**src/source/capture_macros.svh**
```systemverilog
`ifndef CAPTURE_MACROS_SVH
`define CAPTURE_MACROS_SVH

// one ADC sample
`define SAMPLE_W 12

// sample buffer address width, 512 entries
`define BUF_AW 9

// wishbone widths
`define WB_AW 4
`define WB_DW 32

`endif

```
**src/source/capture_counter.sv**
```systemverilog
`timescale 1ns/100ps
`include "capture_macros.svh"

module capture_counter (
   input  logic              ADC_clk_sample,
   input  logic              reset,
   input  logic              load_offset_i,
   input  logic              load_samples_i,
   input  logic              count_en_i,
   input  logic [`WB_DW-1:0] offset_i,
   input  logic [`BUF_AW:0]  samples_i,
   output logic              count_zero_o
);

   logic [`WB_DW-1:0] count_q;
   logic [`WB_DW-1:0] samples_ext;

   assign samples_ext = `WB_DW'(samples_i);

   always_ff @(posedge ADC_clk_sample) begin
      if (reset) begin
         count_q <= '0;
      end else if (load_samples_i) begin
         // zero seen on the last capture cycle
         count_q <= (samples_ext == '0) ? '0 : samples_ext - `WB_DW'(1);
      end else if (load_offset_i) begin
         count_q <= offset_i;
      end else if (count_en_i && !count_zero_o) begin
         count_q <= count_q - `WB_DW'(1);
      end
   end

   assign count_zero_o = (count_q == '0);

endmodule

```
**config.mk**
```make
export PLATFORM = sky130hd
export DESIGN_NAME = capture_counter
export DESIGN_NICKNAME = d
export VERILOG_FILES = /design/src/source/capture_counter.sv
export VERILOG_INCLUDE_DIRS = /design/src /design/src/source
export SDC_FILE = /design/constraint.sdc
export NUM_CORES = 1
export LEC_CHECK = 0
export ABC_AREA = 1
export BUFFER_PORTS_ARGS = -buffer_cell sky130_fd_sc_hd__buf_2
export CAP_MARGIN = 20
export CORE_ASPECT_RATIO = 0.6
export CORE_MARGIN = 5
export CORE_UTILIZATION = 30
export CTS_CLUSTER_SIZE = 14
export DETAILED_ROUTE_END_ITERATION = 8
export PLACE_DENSITY = 0.55
export SLEW_MARGIN = 20
export SYNTH_ARGS = -nofsm -noshare
export SYNTH_HDL_FRONTEND = slang
export SYNTH_SLANG_ARGS = --single-unit
```
**constraint.sdc**
```tcl
create_clock -name ADC_clk_sample -period 1.69 [get_ports ADC_clk_sample]
set_clock_uncertainty 0.05 [all_clocks]
set_input_delay 0.2535 -clock ADC_clk_sample [delete_from_list [all_inputs] [get_ports ADC_clk_sample]]
set_output_delay 0.2535 -clock ADC_clk_sample [all_outputs]
set_load 0.01 [all_outputs]
```
==> reports/qor.yml <==
sta:
  report.final.hold_viol_count: 0
  tns_ns: -0.0398
  layout_setup_ws_ns: -0.0386
  slew_headroom_pct: 76.7
  holdWs_ns: 0.245
  worst_slew_pin_slew_ns: 0.349
  post-route-period-util_pct: 102
  finalSetupViolCount: 2
  fin_crit_ns: 1.73
  fmax_ghz: 0.578
  rsz0062_at_grt: "true"
  final-max-slew-violation-count: 0
finish:
  synthToLayoutAreaGrowth_pct: 49.8
  largest_register: "count_q"
  fillers: 911
  largest_reg_flops: 32
  fin_nets: 637
  reg.largest.list: "count_q x32"
  fin_cells: 701
  fin_area_um2: 4040
  n_antenna_cell: 0
  drive_gt1_share_pct: 37.0
synthesis:
  muxShareOfSynthArea_pct: 0
  async_flop_share_pct: 0
  synth-edff-count: 0
  yosysSeqAreaShare_pct: 23.8
  synthXorXnorAreaFrac_pct: 5.20
  synth_nets: 526
  synth_top_area_share_pct: 23.8
  syn_inst: 477
  synth.distinct_cells: 29
  synth_top_area_cell: "dfxtp_1"
  synth-adder-area-share_pct: 0.928
  yosys-top-cells-area: "dfxtp_1 (24%), nor2_1 (17%), nand2_1 (16%)"
  synth_flop_cell: "dfxtp_1"
  ys_ff_latch: 32
  synthSimpleGateAreaFrac_pct: 46.3
  synth_area_um2: 2700
  avgSynthCellArea_um2: 5.65
  synth_top_family_by_area: "simple AND/OR/NAND/NOR gates"
  synth_compound_area_share_pct: 14.2
  yosys_warnings: 0
placed_design:
  dp_cells: 675
  pre_cts_slack_ns: 0.00931
  dp_hpwl_um: 7020
  placed_area_um2: 3440
  gp_congestion: 0.895
  numPortBuffers: 47
detailed_routing:
  via_per_inst: 4.80
  route.vias.total: 3368
  routedWlPerCell_um: 14.2
  drt_drc_violations_left: 0
  detail-route-antenna-nets: 0
  wl_um: 9940
  drtPass1Iterations: 5
  drt_iter0_drc: 254
power:
  leakage_nw: 1.91
  ir_worst_vdd_v: 0.000383
  power_density_nw_per_um2: 727
floorplanning:
  start_util_pct: 31.3
  dieArea_um2: 11000
  core_um2: 8620
  ios: 48
  rows: 26
  die_y_um: 83.4
  die_w_um: 132
global_route:
  grt_usage_pct: 17.5
  antenna_found_initial: 0
  grt_pass1_wl_um: 15800
  grt_max_degree: 22
  grt_pass1_vias: 3131
  grt.overflow.total: 0
flow_run:
  cap_violations: 0
worst_setup_path:
  crit_type: "reg2out"
  r2r_slack_ns: 0
  crit_path_end_kind: "output pin"
  start_kind: "register"
  critPathRequiredTime_ns: 1.39
  crit_arrival_ns: 1.43
  cp_max_fo: 3
run_status:
  violations: "negative setup slack"
  status: "finished with violations"
worst_hold_path:
  worstHoldPathType: "in2reg"
clock_tree:
  cts_buffers: 5
  clk_latency_ns: 0.29
  clock-sinks: 32
  cts_root_buf: "clkbuf_16"
  cts_tree: "built"
  ctsHoldBuffers: 0
  cts.path.max_buffers: 2
  htreeDepth: 2
  clk_pin_slew_worst_paths_ns: 0.05
critical path, cell delays in order, from the launching register on:
cell and delay (ns):
dfxtp_2 0.32, inv_2 0.07, ha_4 0.15, nand2_4 0.06
nor2_4 0.10, buf_6 0.11, nand3_4 0.07, nor3_2 0.11
buf_2 0.16
cell usage in the layout, fill, tap and decap left out, types with 3 or more instances in the layout:
| cell | netlist | routed |
|---|---|---|
| o21ai_0 | 22 | 18 |
| inv_2 | 1 | 3 |
| buf_4 | 0 | 65 |
| dfxtp_4 | 0 | 3 |
| nor2_2 | 6 | 19 |
| buf_2 | 0 | 47 |
| buf_6 | 4 | 3 |
| a21oi_1 | 24 | 19 |
| xor2_1 | 10 | 10 |
| nand3_2 | 0 | 3 |
| o22ai_1 | 4 | 4 |
| nor2_1 | 120 | 97 |
| dfxtp_2 | 0 | 11 |
| buf_12 | 0 | 4 |
| nand3_1 | 44 | 40 |
| inv_1 | 38 | 36 |
| o21ai_2 | 0 | 13 |
| nor2_4 | 3 | 14 |
| a21oi_2 | 0 | 5 |
| xnor2_1 | 6 | 6 |
| nand2_2 | 4 | 9 |
| o21ai_1 | 19 | 10 |
| nand2_4 | 1 | 5 |
| dfxtp_1 | 32 | 18 |
| clkbuf_16 | 0 | 6 |
| nand2_1 | 112 | 103 |
report_power, final:
group	switching (mW)	internal, mW
combinational	0.630	0.490
sequential	0.0639	0.811
clock	0.355	0.588
total	1.05	1.89
metrics by stage:
stage	power (mW)	util [%]
finish	2.94	46.9
global route	3.13	46.9
CTS	2.81	43.7
detailed placement	1.77	39.9
global placement	1.77	39.9
floorplan	1.41	-
synth_stat cells (2+ instances only):
| cell | n |
|---|---|
| nor2_4 | 3 |
| nand2_1 | 112 |
| a21oi_1 | 24 |
| or2_2 | 2 |
| o21ai_0 | 22 |
| buf_6 | 4 |
| ha_1 | 2 |
| nor2_1 | 120 |
| inv_1 | 38 |
| clkbuf_1 | 11 |
| o21ai_1 | 19 |
| nor3_1 | 2 |
| xnor2_1 | 6 |
| nor2_2 | 6 |
| nand3_1 | 44 |
| nand3b_1 | 2 |
| dfxtp_1 | 32 |
| o22ai_1 | 4 |
| nand2_2 | 4 |
| xor2_1 | 10 |
| nand4_1 | 2 |
layer usage:
layer / global-route usage, % / wire (um)
met1: 26.4 / 5130
met2: 24.6 / 4060
met3: 4.35 / 655
met4: 4.16 / 96
met5: 0 / 0
path summary, 6_finish.rpt:
path / cells past startpoint / to / from
setup / recovery: 8 / count_zero_o / count_q[0]
hold / removal: 2 / count_q[7] / reset
setup reg to reg: 10 / count_q[27] / count_q[20]
hold reg to reg: 2 / count_q[10] / count_q[10]
layout make-up:
type / count / area (um^2) / area share (%)
clock buffers: 8 / 146 / 3.62
inverters: 40 / 155 / 3.84
multi-input cells: 389 / 2070 / 51.2
flip-flops and latches: 32 / 666 / 16.5
well taps: 112 / 140 / 3.47
repair buffers: 120 / 862 / 21.3
kinds of logic (layout without fill, tap and decap cells):
family / Yosys count / count (layout)
and+or+nand+nor: 298 / 299
AOI/OAI and AO/OA: 72 / 72
buffers and inverters: 57 / 168
DFF: 32 / 32
xor gates and xnor gates: 16 / 16
adders and majority gates: 2 / 2
repair_timing:
action                                  4_1_cts  5_1_grt
cloned                                        1        1
endpoints found under the setup margin        4       33
setup buffers                                 9        7
gates resized for setup                      36       63
pin swaps                                    15       13
Note: power is estimated with default switching activity, not from simulation.
