==> src/source/capture_macros.svh <==
`ifndef CAPTURE_MACROS_SVH
`define CAPTURE_MACROS_SVH

// one ADC sample
`define SAMPLE_W 12

// sample buffer address width, 512 entries
`define BUF_AW 9

// wishbone widths
`define WB_AW 4
`define WB_DW 32

`endif

==> src/source/capture_pkg.sv <==
`include "capture_macros.svh"

package capture_pkg;

   typedef enum logic [2:0] {
      st_idle,
      st_wait_inactive,   // trigger must drop before arming
      st_armed,
      st_offset,
      st_capture,
      st_done
   } capture_state_e;

   // register map, word addresses
   typedef enum logic [`WB_AW-1:0] {
      reg_ctrl         = `WB_AW'(0),
      reg_status       = `WB_AW'(1),
      reg_trig_offset  = `WB_AW'(2),
      reg_sample_count = `WB_AW'(3),
      reg_adc_level    = `WB_AW'(4),
      reg_buf_data     = `WB_AW'(5)
   } reg_addr_e;

   typedef enum logic {src_pattern = 1'b0, src_adc = 1'b1} data_source_e;

endpackage

==> src/source/capture_fsm.sv <==
`timescale 1ns/100ps

module capture_fsm (
   input  logic ADC_clk_sample,
   input  logic reset,
   input  logic arm_i,
   input  logic trig_now_i,
   input  logic trigger_mode_i,    // 1 = active high
   input  logic trigger_wait_i,
   input  logic trigger_i,
   input  logic count_zero_i,
   output logic load_offset_o,
   output logic load_samples_o,
   output logic count_en_o,
   output logic wr_en_o,
   output logic wr_restart_o,
   output logic level_arm_o,
   output logic armed_o,
   output logic capture_active_o,
   output logic done_o
);
   import capture_pkg::*;

   capture_state_e state_q;
   capture_state_e state_d;
   logic           trig_q;
   logic           trig_active;
   logic           fire;

   assign trig_active = trigger_mode_i ? trig_q : ~trig_q;
   assign fire        = trig_active || trig_now_i;

   always_comb begin
      state_d        = state_q;
      load_offset_o  = 1'b0;
      load_samples_o = 1'b0;
      count_en_o     = 1'b0;
      wr_restart_o   = 1'b0;
      case (state_q)
         st_idle, st_done: begin
            load_offset_o = 1'b1;
            // no rearm while the last sample is still going in
            if (arm_i && !wr_en_o) begin
               wr_restart_o = 1'b1;
               state_d      = trigger_wait_i ? st_wait_inactive : st_armed;
            end
         end
         st_wait_inactive: begin
            load_offset_o = 1'b1;
            if (!trig_active)
               state_d = st_armed;
         end
         st_armed: begin
            if (!fire) begin
               load_offset_o = 1'b1;   // counter tracks the offset register
            end else if (count_zero_i) begin
               load_samples_o = 1'b1;  // zero offset, straight to capture
               state_d        = st_capture;
            end else begin
               count_en_o = 1'b1;
               state_d    = st_offset;
            end
         end
         st_offset: begin
            if (count_zero_i) begin
               load_samples_o = 1'b1;
               state_d        = st_capture;
            end else begin
               count_en_o = 1'b1;
            end
         end
         st_capture: begin
            if (count_zero_i)
               state_d = st_done;
            else
               count_en_o = 1'b1;
         end
         default: state_d = st_idle;
      endcase
   end

   always_ff @(posedge ADC_clk_sample) begin
      if (reset) begin
         state_q     <= st_idle;
         trig_q      <= 1'b0;
         wr_en_o     <= 1'b0;
         level_arm_o <= 1'b0;
      end else begin
         state_q     <= state_d;
         trig_q      <= trigger_i;
         wr_en_o     <= (state_q == st_capture);  // lines up with pipeline depth
         level_arm_o <= (state_d == st_armed) && (state_q != st_armed);
      end
   end

   assign armed_o          = (state_q == st_armed) || (state_q == st_wait_inactive);
   assign capture_active_o = (state_q == st_offset) || (state_q == st_capture) || wr_en_o;
   assign done_o           = (state_q == st_done) && !wr_en_o;

endmodule

==> config.mk <==
export PLATFORM = sky130hd
export DESIGN_NAME = capture_fsm
export DESIGN_NICKNAME = d
export VERILOG_FILES = /design/src/source/capture_pkg.sv /design/src/source/capture_fsm.sv
export VERILOG_INCLUDE_DIRS = /design/src /design/src/source
export SDC_FILE = /design/constraint.sdc
export NUM_CORES = 1
export LEC_CHECK = 0
export BUFFER_PORTS_ARGS = -buffer_cell sky130_fd_sc_hd__buf_2
export CORE_AREA = 2 2 39 41
export DETAILED_ROUTE_END_ITERATION = 10
export DIE_AREA = 0 0 41 43
export PLACE_DENSITY_LB_ADDON = 0.15
export SYNTH_ARGS = -nofsm -noshare
export SYNTH_HDL_FRONTEND = slang
export SYNTH_SLANG_ARGS = --single-unit
==> constraint.sdc <==
create_clock -name ADC_clk_sample -period 1.5 [get_ports ADC_clk_sample]
set_input_delay 0.225 -clock ADC_clk_sample [delete_from_list [all_inputs] [get_ports ADC_clk_sample]]
set_output_delay 0.225 -clock ADC_clk_sample [all_outputs]
set_load 0.02 [all_outputs]
==> out/metrics.cfg, run 1 <==
[timing]
period_share=1.03
finClkSkew_ps=0.267
max_slew_margin=0.795
rsz0062_at_grt=true
period_needed_ps=1540
max_freq_mhz=648
setup_ws_ps=-43.4
finalSetupViolations=4
final_hold_viol_count=0
finalSetupTns_ps=-126
drv_slew=0
worst_pin_slew_ps=307

[global_routing]
antenna_found_initial=0
grt_pass1_wl_um=1710
grt_pass1_vias=401
grt_overflow=0
track_usage=0.145
grt_max_degree=11

[power_and_ir_drop]
ir_worst_vdd_mv=0.369
p_leak_nw=0.327
power_density_mw_per_mm2=1020

[setup_path]
critPathArrivalTime_ps=1320
worstSetupEndpointType=output pin
worstSetupPathType=flip-flop to output pin
reg2reg_from=state_q[1]$_SDFF_PP0_
cp.required_ps=1270
cp_slowest_stage_delay_ps=320
path_max_fanout=4
worst-path-buf-inv=1
cp_slowest_cell=dfxtp_2
crit_start=trig_q$_SDFF_PP0_
start_kind=flip-flop
cp_cell_sequence=xnor2_2 -> o31a_1 -> o21ba_1 -> buf_6
cp_top_family=compound AO/OA/AOI/OAI gates

[die]
die_w_um=41
fp.coreArea_mm2=0.00138
die_y_um=43
ioPinCount=17
start_util=0.338
die_area_mm2=0.00176
rows=14

[clocking]
clock-root-buffer=clkbuf_4
cts_tree=yes
clockBufferDepth=2
clk_pin_slew_ps=40
numCtsBuffers=3
cts_hold_buf=0
clkLatencyLatePin_ps=240
h-tree-depth=1
cts_sinks=6

[detailed_routing]
drt-initial-drc-count=8
drc=0
routed_via_density=4.98
top_layer=met3
wl_met3_um=34
wl_met2_um=515
drt_wl_total_um=1030
num_vias=443
antenna_left=0
post_drt_wl_per_cell_um=11.6
met1_length_um=480
dr.pass1.iters=3

[flow_run]
cap_violations=0

[synth]
synth_area_leaders=dfxtp_1, nor3b_4, nor2_1
synth_top_area_share=0.257
yosysSeqAreaShare=0.257
synth.avg_cell_area_um2=9.55
syn_area_um2=468
ys_seq_elements=6
yosys_warnings=0
synth_cell_types=33
synthesis.nets=57
yosysTopAreaCell=dfxtp_1
syn_inst=49

[run_status]
violations=setup timing
status=complete, but fails checks

[placement]
place_congestion=0.795
place_hpwl_um=797
portBuffers=16
place_inst=82

[finish]
nets=83
n_fill_cell=144
antenna_cells=0
drive_above_1_share=0.644
layoutNonFillerInstCount=89
areaGrowthSynthToFinish_pct=47.3

[min_path]
min_from=trigger_i
hold_class=input port to flip-flop

==> layout by cell type, fill, tap and decap left out, types with 2 or more instances in the layout <==
cell | synthesis | routed
buf_2 | 0 | 12
nor2_1 | 6 | 6
buf_4 | 1 | 6
buf_6 | 1 | 5
clkbuf_4 | 0 | 3
dfxtp_4 | 0 | 3
nor2b_4 | 1 | 2
nand2b_1 | 2 | 2
nor3_1 | 2 | 2
nor3b_4 | 2 | 2
nand4_1 | 2 | 2
nand3_1 | 2 | 2
dfxtp_1 | 6 | 2
==> kinds of logic after synthesis <==
logic type,count (synthesis),synth area share
AOI/OAI and AO/OA,11,0.233
xor gates and xnor gates,2,0.0374
buffers and inverters,4,0.0561
DFF,6,0.257
and+or+nand+nor,26,0.417
==> through the flow <==
stage | area, um^2 | hold slack, ps | total power, W | util | worst slack (ps)
final | 689 | 194 | 0.000703 | 0.498 | -43.4
after detailed placement | 572 | 444 | 0.000493 | 0.413 | 72.4
after floorplan | 468 | 297 | 0.000420 | - | 75.5
after global routing | 689 | 188 | 0.000762 | 0.498 | -110
after CTS | 638 | 184 | 0.000679 | 0.461 | -79.0
after global placement | 572 | 442 | 0.000495 | 0.413 | 89.1
==> report_power, final <==
part	switching, W	leakage, nW	internal (W)
clock network	0.0000543	0.0138	0.0000902
registers	0.0000294	0.0516	0.000183
logic	0.000163	0.261	0.000183
total	0.000247	0.327	0.000456
==> state kept, by name, summed over array words and instances (netlist names) <==
signal	cells
state_q	3
level_arm_o	1
trig_q	1
wr_en_o	1
==> repair_timing <==
action                                 4_1_cts  5_1_grt
setup buffers                                1        3
resized for setup                           12        9
endpoints found under the hold margin        0        0
setup endpoints to repair                    6        6
pin swaps                                    2        4
==> cells in the mapped netlist, drive strengths merged <==
master / number
a211o: 1
a21boi: 1
a21oi: 1
a22o: 1
a22oi: 1
a311oi: 1
and2: 1
and2b: 2
buf: 2
dfxtp: 6
inv: 2
nand2: 2
nand2b: 2
nand3: 2
nand3b: 1
nand4: 2
nor2: 6
nor2b: 3
nor3: 2
nor3b: 2
o21ai: 1
o21ba: 1
o221ai: 1
o311ai: 1
o31a: 1
or3: 1
xnor2: 2
==> per-layer routing <==
| layer | track usage | up-vias |
|---|---|---|
| li1 | - | 228 |
| met1 | 0.186 | 204 |
| met2 | 0.206 | 11 |
| met3 | 0.0471 | 0 |
| met4 | 0.0800 | 0 |
| met5 | 0 | - |
==> final cells by class <==
cell class	count	area, um^2	area share
timing repair buffer	23	161	0.234
clock buffer	3	22.5	0.0327
tap	16	20.0	0.0290
multi-input combinational	39	345	0.501
inverter	2	7.51	0.0109
sequential	6	133	0.192
==> final timing paths <==
| path | end | cells past startpoint | slack (ps) |
|---|---|---|---|
| min reg2reg | wr_en_o$_SDFF_PP0_ | 2 | 620 |
| min | trig_q$_SDFF_PP0_ | 2 | 190 |
| max reg2reg | level_arm_o$_SDFF_PP0_ | 5 | 210 |
| max | count_en_o | 4 | -40 |
Power figures use the tool's default switching activity.
==> run 2, diff against run 1 <==
clock period = 1.8 ns   (was 1.5 ns; I/O delays follow)
==> out/metrics.cfg, run 2 (synthesis results as in run 1) <==
[timing]
finalSetupTns_ps=0  ; was -126 ps
period_share=0.917
drv_slew=0  ; unchanged
period_needed_ps=1650
final_hold_viol_count=0  ; unchanged
setup_ws_ps=150  ; was -43.4 ps
worst_pin_slew_ps=371  ; was 307 ps
rsz0062_at_grt=false  ; was true
finalSetupViolations=0  ; was 4
max_freq_mhz=606
max_slew_margin=0.752  ; was 0.795
finClkSkew_ps=2.20  ; was 0.267 ps

[setup_path]
cp_cell_sequence=nor2b_2 -> o31a_1 -> o21ba_1 -> buf_2  ; was xnor2_2 -> o31a_1 -> o21ba_1 -> buf_6
worstSetupEndpointType=output pin  ; unchanged
cp_slowest_cell=dfxtp_2  ; unchanged
cp_slowest_stage_delay_ps=420  ; was 320 ps
critPathArrivalTime_ps=1380  ; was 1320 ps
r2r_setup_slack_ps=520  ; was 210 ps
reg2reg_from=state_q[0]$_SDFF_PP0_  ; was state_q[1]$_SDFF_PP0_
reg2regPathDepth=4  ; was 5
worst-path-buf-inv=1  ; unchanged
start_kind=flip-flop  ; unchanged
path_max_fanout=9  ; was 4
worstSetupPathType=flip-flop to output pin  ; unchanged
r2r_end=level_arm_o$_SDFF_PP0_  ; unchanged
crit_start=state_q[1]$_SDFF_PP0_  ; was trig_q$_SDFF_PP0_
cp.required_ps=1530  ; was 1270 ps
cp_top_family=flip-flops  ; was compound AO/OA/AOI/OAI gates

[die]
die_w_um=41  ; unchanged
die_y_um=43  ; unchanged
start_util=0.338  ; unchanged
die_area_mm2=0.00176  ; unchanged
fp.coreArea_mm2=0.00138  ; unchanged
rows=14  ; unchanged
ioPinCount=17  ; unchanged

[clocking]
clockBufferDepth=2  ; unchanged
cts_tree=yes  ; unchanged
h-tree-depth=1  ; unchanged
clkLatencyLatePin_ps=240  ; about the same
numCtsBuffers=3  ; unchanged
cts_sinks=6  ; unchanged
cts_hold_buf=0  ; unchanged
clock-root-buffer=clkbuf_4  ; unchanged
clk_pin_slew_ps=40  ; about the same

[placement]
place_congestion=0.754  ; was 0.795
dpl_worst_slack_ps=226  ; was 72.4 ps
portBuffers=16  ; unchanged
place_hpwl_um=787  ; was 797 um
placed_cell_area_um2=549  ; was 572 um^2
place_inst=79  ; was 82

[power_and_ir_drop]
p_leak_nw=0.272  ; was 0.327 nW
ir_worst_vdd_mv=0.445  ; was 0.369 mV
fin_total_pwr_w=0.000515  ; was 0.000703 W
power_density_mw_per_mm2=896  ; was 1020 mW/mm^2

[finish]
seq_area_um2=123  ; was 133 um^2
layoutNonFillerInstCount=82  ; was 89
largest_register=state_q  ; unchanged
layout_commonest_cell=buf_2  ; unchanged
drive_above_1_share=0.515  ; was 0.644
post-route-cell-area_um2=574  ; was 689 um^2
n_fill_cell=151  ; was 144
largest_reg_flops=3  ; unchanged
areaGrowthSynthToFinish_pct=22.7  ; was 47.3%
nets=76  ; was 83
antenna_cells=0  ; unchanged
mostFrequentLayoutCells=buf_2, nor2_1, dfxtp_1  ; was buf_2, nor2_1, buf_4
multiInputGateArea_um2=322  ; was 345 um^2

[global_routing]
grt_max_degree=13  ; was 11
track_usage=0.132  ; was 0.145
grt_pass1_vias=387  ; was 401
grt_overflow=0  ; unchanged
grt_pass1_wl_um=1580  ; was 1710 um
antenna_found_initial=0  ; unchanged

[detailed_routing]
num_vias=407  ; was 443
drc=0  ; unchanged
antenna_left=0  ; unchanged
drt-initial-drc-count=4  ; was 8
dr.pass1.iters=4  ; was 3
drt_wl_total_um=971  ; was 1030 um
post_drt_wl_per_cell_um=11.8  ; was 11.6 um
routed_via_density=4.96  ; was 4.98

[run_status]
status=finished clean  ; was complete, but fails checks

[min_path]
hold_path_end=trig_q$_SDFF_PP0_  ; unchanged
min_delay_path_depth=2  ; unchanged
min_from=trigger_i  ; unchanged
hold_class=input port to flip-flop  ; unchanged

[flow_run]
cap_violations=0  ; unchanged

run 2: cell count changes in the layout (fill, tap and decap cells not counted), moves of 2 or more:
| cell | change |
|---|---|
| buf_2 | +4 |
| buf_4 | -6 |
| buf_6 | -5 |
| dfxtp_1 | +2 |
| dfxtp_4 | -3 |
run 2: through the flow:
step                      hold WS, ps   util
after floorplan                   342      -
after global placement            507  0.397
after detailed placement          510  0.397
after CTS                         257  0.414
after global routing              258  0.415
final                             255  0.415
run 2: how the worst max path moves through the flow:
stage	end	slack (ps)	depth (start not counted)
floorplan	load_offset_o	330	3
global placement	wr_restart_o	230	3
detailed placement	wr_restart_o	230	3
CTS	count_en_o	7	4
global route	load_samples_o	50	4
finish	count_en_o	150	4
run 2: layout make-up:
type,instances,share of cell area
Inverter,2,0.0131
Multi-Input combinational cell,39,0.560
Tap cell,16,0.0349
Sequential cell,6,0.214
Timing Repair Buffer,16,0.139
Clock buffer,3,0.0392
run 2: where the power goes:
part           switching (W)  internal (W)
clock              0.0000447     0.0000752
sequential         0.0000339      0.000151
combinational       0.000111     0.0000989
run 2: timing repair:
action | in CTS | in global routing
setup endpoints to repair | 1 | 3
buffers inserted | 0 | 0
pin swaps | 0 | 0
hold endpoints to repair | 0 | 0
gates cloned | 0 | 0
resized for setup | 1 | 1
run 2: layer usage:
metal	vias to the layer above	routed length [um]	part of all wire	global-route usage
met5	-	0	0	0
met4	0	0	0	0.0600
met3	0	54	0.056	0.0366
met2	11	443	0.46	0.184
met1	180	473	0.49	0.181
li1	216	-	-	-
run 2: worst reg2reg max path, cell delays in order (launching register included):
cell,delay (ps)
dfxtp_2,490
and2b_4,250
nor3b_4,200
nand2_2,80
a311oi_2,180
