File: src/source/capture_macros.svh
`ifndef CAPTURE_MACROS_SVH
`define CAPTURE_MACROS_SVH

// one ADC sample
`define SAMPLE_W 12

// sample buffer address width, 512 entries
`define BUF_AW 9

// wishbone widths
`define WB_AW 4
`define WB_DW 32

`endif

File: src/source/capture_pkg.sv
`include "capture_macros.svh"

package capture_pkg;

   typedef enum logic [2:0] {
      st_idle,
      st_wait_inactive,   // trigger must drop before arming
      st_armed,
      st_offset,
      st_capture,
      st_done
   } capture_state_e;

   // register map, word addresses
   typedef enum logic [`WB_AW-1:0] {
      reg_ctrl         = `WB_AW'(0),
      reg_status       = `WB_AW'(1),
      reg_trig_offset  = `WB_AW'(2),
      reg_sample_count = `WB_AW'(3),
      reg_adc_level    = `WB_AW'(4),
      reg_buf_data     = `WB_AW'(5)
   } reg_addr_e;

   typedef enum logic {src_pattern = 1'b0, src_adc = 1'b1} data_source_e;

endpackage

File: src/source/adc_front_end.sv
`timescale 1ns/100ps
`include "capture_macros.svh"

module adc_front_end (
   input  logic                      ADC_clk_sample,
   input  logic                      reset,
   input  logic [`SAMPLE_W-1:0]      adc_data_i,
   input  capture_pkg::data_source_e data_source_i,
   input  logic [`SAMPLE_W-1:0]      adc_level_i,
   input  logic                      level_arm_i,
   output logic [`SAMPLE_W-1:0]      sample_o,
   output logic                      trigger_adc_o
);
   import capture_pkg::*;

   logic [`SAMPLE_W-1:0] pattern_q;
   logic [`SAMPLE_W-1:0] stage1_q;
   logic [`SAMPLE_W-1:0] stage2_q;
   logic                 level_allowed_q;   // one pulse per arming
   logic                 past_level;

   // free running test pattern
   always_ff @(posedge ADC_clk_sample) begin
      if (reset)
         pattern_q <= '0;
      else
         pattern_q <= pattern_q + `SAMPLE_W'(1);
   end

   // two register stages between pins and buffer
   always_ff @(posedge ADC_clk_sample) begin
      stage1_q <= (data_source_i == src_adc) ? adc_data_i : pattern_q;
      stage2_q <= stage1_q;
   end

   assign sample_o = stage2_q;

   // top bit of the level picks the direction
   assign past_level = adc_level_i[`SAMPLE_W-1] ? (stage2_q > adc_level_i)
                                                : (stage2_q < adc_level_i);

   always_ff @(posedge ADC_clk_sample) begin
      if (reset) begin
         level_allowed_q <= 1'b0;
         trigger_adc_o   <= 1'b0;
      end else begin
         trigger_adc_o <= level_allowed_q && past_level;
         // firing wins so the pulse can never last two cycles
         if (level_allowed_q && past_level)
            level_allowed_q <= 1'b0;
         else if (level_arm_i)
            level_allowed_q <= 1'b1;
      end
   end

endmodule

File: config.mk
export PLATFORM = sky130hd
export DESIGN_NAME = adc_front_end
export DESIGN_NICKNAME = d
export VERILOG_FILES = /design/src/source/capture_pkg.sv /design/src/source/adc_front_end.sv
export VERILOG_INCLUDE_DIRS = /design/src /design/src/source
export SDC_FILE = /design/constraint.sdc
export NUM_CORES = 1
export LEC_CHECK = 0
export BUFFER_PORTS_ARGS = -buffer_cell sky130_fd_sc_hd__buf_2
export CAP_MARGIN = 20
export CORE_ASPECT_RATIO = 1.1
export CORE_MARGIN = 5
export CORE_UTILIZATION = 50
export DETAILED_ROUTE_END_ITERATION = 16
export PLACE_DENSITY_LB_ADDON = 0.1
export SLEW_MARGIN = 20
export SYNTH_ARGS = -nofsm -noshare
export SYNTH_HDL_FRONTEND = slang
export SYNTH_SLANG_ARGS = --single-unit
File: constraint.sdc
create_clock -name ADC_clk_sample -period 2.23 [get_ports ADC_clk_sample]
set_clock_uncertainty 0.05 [all_clocks]
set_input_delay 0.3345 -clock ADC_clk_sample [delete_from_list [all_inputs] [get_ports ADC_clk_sample]]
set_output_delay 0.3345 -clock ADC_clk_sample [all_outputs]
set_load 0.02 [all_outputs]
==> results of run 1 <==
[worst register-to-register path: stages, from the launching register on]
cell	delay, ns
dfxtp_1	0.33
ha_1	0.29
a21oi_1	0.13
nor2b_1	0.05
o21ai_0	0.36
nand3_1	0.13
o311a_1	0.30
[kinds of logic after synthesis]
| kind of cell | synth area share, % |
|---|---|
| buf+inv | 4.148 |
| compound gates | 5.928 |
| xor+xnor | 5.928 |
| fa+ha+maj | 11.01 |
| mux | 9.145 |
| simple gates | 12.36 |
| flops | 51.48 |
[stage by stage]
| stage | total power, W | hold WS (ns) | instances |
|---|---|---|---|
| 2_1_floorplan | 0.0008317 | 0.2596 | 140 |
| 3_3_place_gp | 0.0008827 | 0.2606 | 211 |
| 3_5_place_dp | 0.0008913 | 0.2628 | 211 |
| 4_1_cts | 0.001484 | 0.1605 | 219 |
| 5_1_grt | 0.001542 | 0.1433 | 219 |
| 6_report | 0.001468 | 0.1727 | 219 |
[area by class of cell]
| cell class | count | area (um^2) | share of cell area (%) |
|---|---|---|---|
| Inverter | 14 | 52.55 | 2.885 |
| Tap cell | 33 | 41.29 | 2.266 |
| Sequential cell | 38 | 760.7 | 41.76 |
| Clock inverter | 2 | 60.06 | 3.297 |
| Timing Repair Buffer | 40 | 200.2 | 10.99 |
| Multi-Input combinational cell | 86 | 655.6 | 35.99 |
| Clock buffer | 6 | 51.30 | 2.816 |
[power groups by stage]
stage | Clock (W) | Combinational, W | Sequential [W]
5_1_grt | 0.000646 | 0.000162 | 0.000734
3_3_place_gp | 0 | 0.000139 | 0.000744
6_report | 0.000593 | 0.000146 | 0.000729
3_5_place_dp | 0 | 0.000146 | 0.000745
2_1_floorplan | 0 | 0.0000709 | 0.000761
4_1_cts | 0.000608 | 0.000147 | 0.000729
[cell usage after synthesis (2+ instances only)]
master / number / share of area (%)
and3_1: 3 / 1.3
xor2_1: 7 / 4.1
o21ai_0: 2 / 0.68
inv_1: 14 / 3.6
nand2_1: 7 / 1.8
ha_1: 13 / 11
a21oi_1: 5 / 1.7
nand3_1: 2 / 0.68
mux2_2: 12 / 9.1
dfxtp_1: 38 / 51
nor2b_1: 3 / 1.3
nand4_1: 5 / 2.1
nor2_1: 15 / 3.8
xnor2_1: 3 / 1.8
and2_1: 2 / 0.85
[metal layers]
metal / GRT usage, % / share of wire [%]
met5: 0 / 0
met4: 7.692 / 1.7
met3: 6.008 / 6.2
met2: 26.44 / 53
met1: 14.51 / 39
[worst max-delay path by stage]
stage,from,end,slack [ns]
2_1_floorplan,sample_o[1],level_allowed_q,0.58
3_3_place_gp,adc_level_i[7],level_allowed_q,0.47
3_5_place_dp,adc_level_i[7],level_allowed_q,0.39
4_1_cts,sample_o[9],level_allowed_q,0.54
5_1_grt,sample_o[7],level_allowed_q,0.41
6_report,sample_o[9],level_allowed_q,0.49
[sequential cells by signal, indices dropped and copies added (netlist names)]
name and flops:
trigger_adc_o 1, sample_o 12, pattern_q 12, stage1_q 12, level_allowed_q 1
==> flow_summary.ini, run 1 <==
[power]
internal-power_w = 0.001163
switchingPower_w = 0.0003054
comb_power_share_pct = 9.9
powerDensity_nw_per_um2 = 805.9
seq_power_share_pct = 49.6
power_leakage_nw = 0.8976
ir_drop_uv = 610.4
clockPowerShare_pct = 40.4
p_sw_share_pct = 20.81

[clock_tree]
insertion_delay_ns = 0.33
cts_tree = yes
cts_setup_buffers = 0
clock-sinks = 38
clk_pin_slew_ns = 0.11
numCtsBuffers = 5
cts-resized-gates = 0
cts_buffer_depth = 2
postCtsHoldBufs = 0
clockRootBuffer = clkbuf_4
htreeDepth = 2

[synth]
synth-edff-count = 0
synth_ff_type = dfxtp_1
synth_async_sr_flop_share_pct = 0
yosysWarnings = 0
synth-seq-cells = 38
ys_seq_area_share_pct = 51.48
avgSynthCellArea_um2 = 10.55
syn_nets = 181
ys_types = 24
synth_cells = 140
syn_area_um2 = 1478

[hold_path]
worst_hold_path.endpoint = stage1_q[0]
hp-class = in2reg
hold_start = adc_data_i[0]
whs_path_depth = 2

[grt]
grt_usage_pct = 14.99
antenna_found_initial = 0
grt.overflow.total = 0
grt_pass1_vias = 1094
grt_max_degree = 15
grt_pass1_wl_mm = 4.443

[placed_design]
hpwl_mm = 2.151
io_buffers = 40
place_ws_ns = 0.3886
placed_cell_area_um2 = 1710
finalWeightedCongestion = 0.8409

[cells_and_area]
post-route-util_pct = 65.00
area_growth_pct = 23.29
final_layout_size_suffix_gt1_share_pct = 32.80
fillers = 241
nets = 226
final_common_cell = buf_2
layout_common_cells = 40 x buf_2, 38 x dfxtp_1, 15 x nor2_1
antenna_cells = 0
design_area_um2 = 1822

[sta]
setup_viol = 0
fin_crit_ns = 1.738
setup_ws_ns = 0.4923
hold_viol = 0
fin_crit_sh_pct = 77.92
report.final.slew_viol_count = 0
tightest_slew_ns = 0.4308
slew-limit-headroom_pct = 70.98
fin_tns_setup_ns = 0
max_freq_mhz = 575.5
rsz0062_at_grt = false

[floorplanning]
die_y_um = 67.02
rows = 20
io_pins = 41
core_area_um2 = 2803
initial_core_util_pct = 52.72
dieArea_um2 = 4144
chipWidth_um = 61.84

[detailed_routing]
route.detailed.drc = 0
first_iter_violations = 21
vias_per_cell = 5.014
routed_wl_mm = 2.758
drt_first_pass_iters = 4
wire_per_inst_um = 12.59
antenna_left = 0
vias = 1098

[setup_path]
critPathArrivalTime_ns = 1.92
cp_num_buf_inv = 0
crit_fanout = 3
regToRegSetupSlack_ns = 0.49
required_ns = 2.41
crit_slowest_cell = o21ai_0
timing.rr.start = sample_o[9]
crit_chain = ha_1 > a21oi_1 > nor2b_1 > o21ai_0 > nand3_1 > o311a_1
reg2regPathDepth = 6
cp-end-kind = flop
r2r_end = level_allowed_q
critPathTopFamily = compound AO/OA/AOI/OAI gates
max_stage_delay_ns = 0.36
setup.worst_path.class = reg2reg
critPathLaunchType = flop
cp.depth = 6

[outcome]
status = finished, final reports clean

[flow_run]
cap_violations = 0
Note: power is estimated with default switching activity, not from simulation.
==> run 2, diff against run 1 <==
- clock period: 2.23 -> 1.8 ns (I/O delays scaled with it)
==> run 2 against run 1 <==
Net effect: clock power up 24%; first-iteration DRC count up 38%; combinational power up 24%; register-to-register slack worse by 0.38 ns; worst hold slack worse by 0.065 ns; critical path type unchanged; critical endpoint unchanged; largest cell class unchanged; highest routed layer unchanged.
==> flow_summary.ini, run 2 (synthesized netlist as in run 1, its figures left out) <==
[sta]
hold_viol = 0
slew-limit-headroom_pct = 77.97
report.final.slew_viol_count = 0
fin_crit_ns = 1.685
fin_crit_sh_pct = 93.62
max_freq_mhz = 593.4
rsz0062_at_grt = false
fin_tns_setup_ns = 0
setup_viol = 0
tightest_slew_ns = 0.3263

[placed_design]
io_buffers = 40
hpwl_mm = 2.151
placed_cells = 211
finalWeightedCongestion = 0.8409

[hold_path]
hp-class = in2reg

[setup_path]
r2r_end = level_allowed_q
crit_slowest_cell = dfxtp_1
crit_end = level_allowed_q
crit_chain = ha_1 > nor2b_1 > o211ai_1 > a211o_1 > a31o_1 > o311a_1
timing.rr.start = sample_o[1]
critPathLaunch = sample_o[1]
reg2regPathDepth = 6
crit_fanout = 3
cp-end-kind = flop
setup.worst_path.class = reg2reg
required_ns = 1.98
critPathLaunchType = flop
regToRegSetupSlack_ns = 0.11
max_stage_delay_ns = 0.33
critPathArrivalTime_ns = 1.87

[detailed_routing]
route.detailed.drc = 0
antenna_left = 0
routed_wl_mm = 2.753
wire_per_inst_um = 12.57
vias_per_cell = 5.005
drt_first_pass_iters = 4
vias = 1096
first_iter_violations = 29

[power]
ir_drop_uv = 756.2
powerDensity_nw_per_um2 = 998.5
power_leakage_nw = 0.8975

[clock_tree]
cts_buffer_depth = 2
cts-resized-gates = 0
insertion_delay_ns = 0.33
postCtsHoldBufs = 0
cts_tree = yes
clock-sinks = 38
clockRootBuffer = clkbuf_4
numCtsBuffers = 5
clk_pin_slew_ns = 0.11
htreeDepth = 2
cts_setup_buffers = 0

[floorplanning]
initial_core_util_pct = 52.72
core_area_um2 = 2803
dieArea_um2 = 4144
rows = 20
die_y_um = 67.02
chipWidth_um = 61.84
io_pins = 41

[cells_and_area]
final_layout_size_suffix_gt1_share_pct = 32.80
layout_common_cells = 40 x buf_2, 38 x dfxtp_1, 15 x nor2_1
antenna_cells = 0
fin_cells = 219
area_growth_pct = 23.29
final_common_cell = buf_2
nets = 226

[flow_run]
cap_violations = 0

[grt]
grt_pass1_vias = 1094
grt.overflow.total = 0
grt_max_degree = 15
grt_usage_pct = 14.99
grt_pass1_wl_mm = 4.443
antenna_found_initial = 0

[outcome]
status = finished, final reports clean
## run 2: changes by cell type in the layout (fill, tap and decap cells not counted)
cell	previous run	this run
o21ai_0	2	1
o21ai_1	0	1
## run 2: area by class of cell
type / count / area [um^2]
sequential: 38 / 760.7
tap: 33 / 41.29
inverter: 14 / 52.55
clock buffer: 6 / 51.30
timing repair buffer: 40 / 200.2
fill: 241 / 980.9
clock inverter: 2 / 60.06
multi-input combinational: 86 / 655.6
## run 2: stage by stage
| step | area (um^2) | worst slack, ns | hold slack (ns) | util, % | power [W] |
|---|---|---|---|---|---|
| floorplan | 1478 | 0.1453 | 0.2596 | - | 0.001030 |
| global placement | 1710 | 0.1066 | 0.2606 | 61.03 | 0.001094 |
| detailed placement | 1710 | 0.02314 | 0.2628 | 61.03 | 0.001104 |
| CTS | 1822 | 0.1081 | 0.09603 | 65.00 | 0.001839 |
| global route | 1822 | 0.004915 | 0.07876 | 65.00 | 0.001910 |
| finish | 1822 | 0.1148 | 0.1082 | 65.00 | 0.001819 |
## run 2: per-layer routing
layer,global-route usage (%),vias up,routed length [um]
met5,0,-,0
met4,7.692,0,48
met3,6.008,6,171
met2,26.44,25,1457
met1,14.51,505,1075
li1,-,560,-
## run 2: worst min-delay path by stage
stage | startpoint | end | slack, ns | cells after the start
final | adc_data_i[0] | stage1_q[0] | 0.11 | 2
after CTS | adc_data_i[6] | stage1_q[6] | 0.1 | 2
after detailed placement | stage1_q[10] | sample_o[10] | 0.26 | 0
after global placement | stage1_q[11] | sample_o[11] | 0.26 | 0
after global routing | adc_data_i[0] | stage1_q[0] | 0.08 | 2
after floorplan | stage1_q[0] | sample_o[0] | 0.26 | 0
## run 2: where the power goes
group | total (W) | leakage (nW) | switching [W] | internal [W]
Combinational | 0.000181 | 0.525 | 0.0000953 | 0.0000859
Sequential | 0.000903 | 0.314 | 0.0000185 | 0.000884
Clock | 0.000735 | 0.0585 | 0.000265 | 0.000470
## run 2: worst max-delay path: cells and delay by family (launching register included)
| family | cells | cell delay [ns] |
|---|---|---|
| AOI/OAI and AO/OA | 4 | 0.76 |
| DFF | 1 | 0.33 |
| adders and majority gates | 1 | 0.29 |
| and+or+nand+nor | 1 | 0.15 |
==> run 3, diff against run 2 <==
- CORE_MARGIN: 5 -> default
- GPL_TIMING_DRIVEN: default -> 0
==> run 3 against run 2 <==
Net effect: wire length fell by 11%; largest power group unchanged; combinational power barely moved; clock power fell by 3%; sequential share of layout area fell by 0.086 points; first-iteration DRC count fell by 48%; sequential power barely moved; power fell by 1.2%; non-clock buffer count rose by 2; fmax fell by 1.4%; global-route usage rose by 2.4 points.
==> flow_summary.ini, run 3 (synthesized netlist as in run 1, its figures left out) <==
[outcome]
status = finished, final reports clean

[setup_path]
crit_slowest_cell = dfxtp_1
critPathTopFamily = compound AO/OA/AOI/OAI gates
regToRegSetupSlack_ns = 0.09
required_ns = 1.99
setup.worst_path.class = reg2reg
critPathLaunchType = flop
critPathArrivalTime_ns = 1.90
max_stage_delay_ns = 0.33
cp_num_buf_inv = 0
crit_chain = ha_1 > a21oi_1 > nor2b_1 > o21ai_0 > nand3_1 > o311a_1
cp-end-kind = flop
crit_fanout = 3

[power]
ir_drop_uv = 696.5
powerDensity_nw_per_um2 = 984.3
power_leakage_nw = 0.8996
power_w = 0.001797

[clock_tree]
cts-resized-gates = 0
postCtsHoldBufs = 0
cts_buffer_depth = 2
insertion_delay_ns = 0.34
numCtsBuffers = 5
htreeDepth = 2
cts_setup_buffers = 0
clock-sinks = 38
clockRootBuffer = clkbuf_4
clk_pin_slew_ns = 0.11
cts_tree = yes

[flow_run]
cap_violations = 0

[cells_and_area]
final_common_cell = buf_2
area_growth_pct = 23.54
nets = 228
fillers = 248
final_layout_size_suffix_gt1_share_pct = 32.98
layout_common_cells = 41 x buf_2, 38 x dfxtp_1, 15 x nor2_1
antenna_cells = 0
fin_cells = 221
design_area_um2 = 1826

[placed_design]
io_buffers = 40
placed_cells = 213
hpwl_mm = 1.929
finalWeightedCongestion = 0.8001
placed_cell_area_um2 = 1719

[grt]
grt_pass1_vias = 944
antenna_found_initial = 0
grt_usage_pct = 17.36
grt_max_degree = 14
grt.overflow.total = 0
grt_pass1_wl_mm = 3.726

[sta]
whs_ns = 0.09453
fin_crit_sh_pct = 94.99
fin_tns_setup_ns = 0
hold_viol = 0
slew-limit-headroom_pct = 72.01
max_freq_mhz = 584.9
tightest_slew_ns = 0.4198
report.final.slew_viol_count = 0
rsz0062_at_grt = false
setup_viol = 0
fin_crit_ns = 1.710

[detailed_routing]
wire_per_inst_um = 11.13
route.detailed.drc = 0
drt_first_pass_iters = 4
vias_per_cell = 4.968
vias = 1098
antenna_left = 0
first_iter_violations = 15
routed_wl_mm = 2.460

[floorplanning]
initial_core_util_pct = 53.20
dieArea_um2 = 3177
rows = 20
chipWidth_um = 53.84
die_y_um = 59.02
core_area_um2 = 2778
io_pins = 41

[hold_path]
hp-class = in2reg
==> run 3: cell count changes in the layout (fill, tap and decap cells not counted) <==
cell,before,now
buf_2,40,41
clkbuf_1,0,1
clkbuf_8,1,0
clkinv_4,0,1
o21ai_0,1,2
o21ai_1,1,0
==> run 3: worst reg2reg max path, stage by stage (launching register included) <==
cell,delay (ns)
dfxtp_1,0.33
ha_1,0.29
a21oi_1,0.13
nor2b_1,0.05
o21ai_0,0.33
nand3_1,0.13
o311a_1,0.30
==> run 3: report_power, final <==
group          internal, W  switching (W)
combinational    0.0000862      0.0000923
sequential        0.000884      0.0000185
clock             0.000434       0.000281
total              0.00140       0.000392
==> run 3: cell type report <==
type,instances,area (um^2),share of cell area [%]
multi-input combinational,86,655.6,35.92
buffer,2,8.758,0.4798
timing repair buffer,40,200.2,10.97
tap,33,41.29,2.262
clock inverter,3,68.82,3.770
inverter,14,52.55,2.879
clock buffer,5,37.54,2.056
sequential,38,760.7,41.67
==> run 3: path summary, 6_finish.rpt <==
path | from | to | cells past startpoint
max | sample_o[9] | level_allowed_q | 6
min | adc_data_i[0] | stage1_q[0] | 2
max reg2reg | sample_o[9] | level_allowed_q | 6
min reg2reg | stage1_q[3] | sample_o[3] | 0
==> run 3: metal layers <==
metal / global-route usage [%] / vias to the layer above / share of wire [%]
met4: 9.023 / 0 / 1.8
met5: 0 / - / 0
met3: 7.692 / 5 / 5.3
met1: 16.34 / 502 / 42
met2: 30.69 / 24 / 51
li1: - / 567 / -
==> run 3: metrics by stage <==
step	util, %	setup WS, ns
6_report	65.72	0.09023
5_1_grt	65.72	0.01394
4_1_cts	65.72	0.09582
3_5_place_dp	61.89	0.009410
3_3_place_gp	61.89	0.09082
2_1_floorplan	-	0.1453
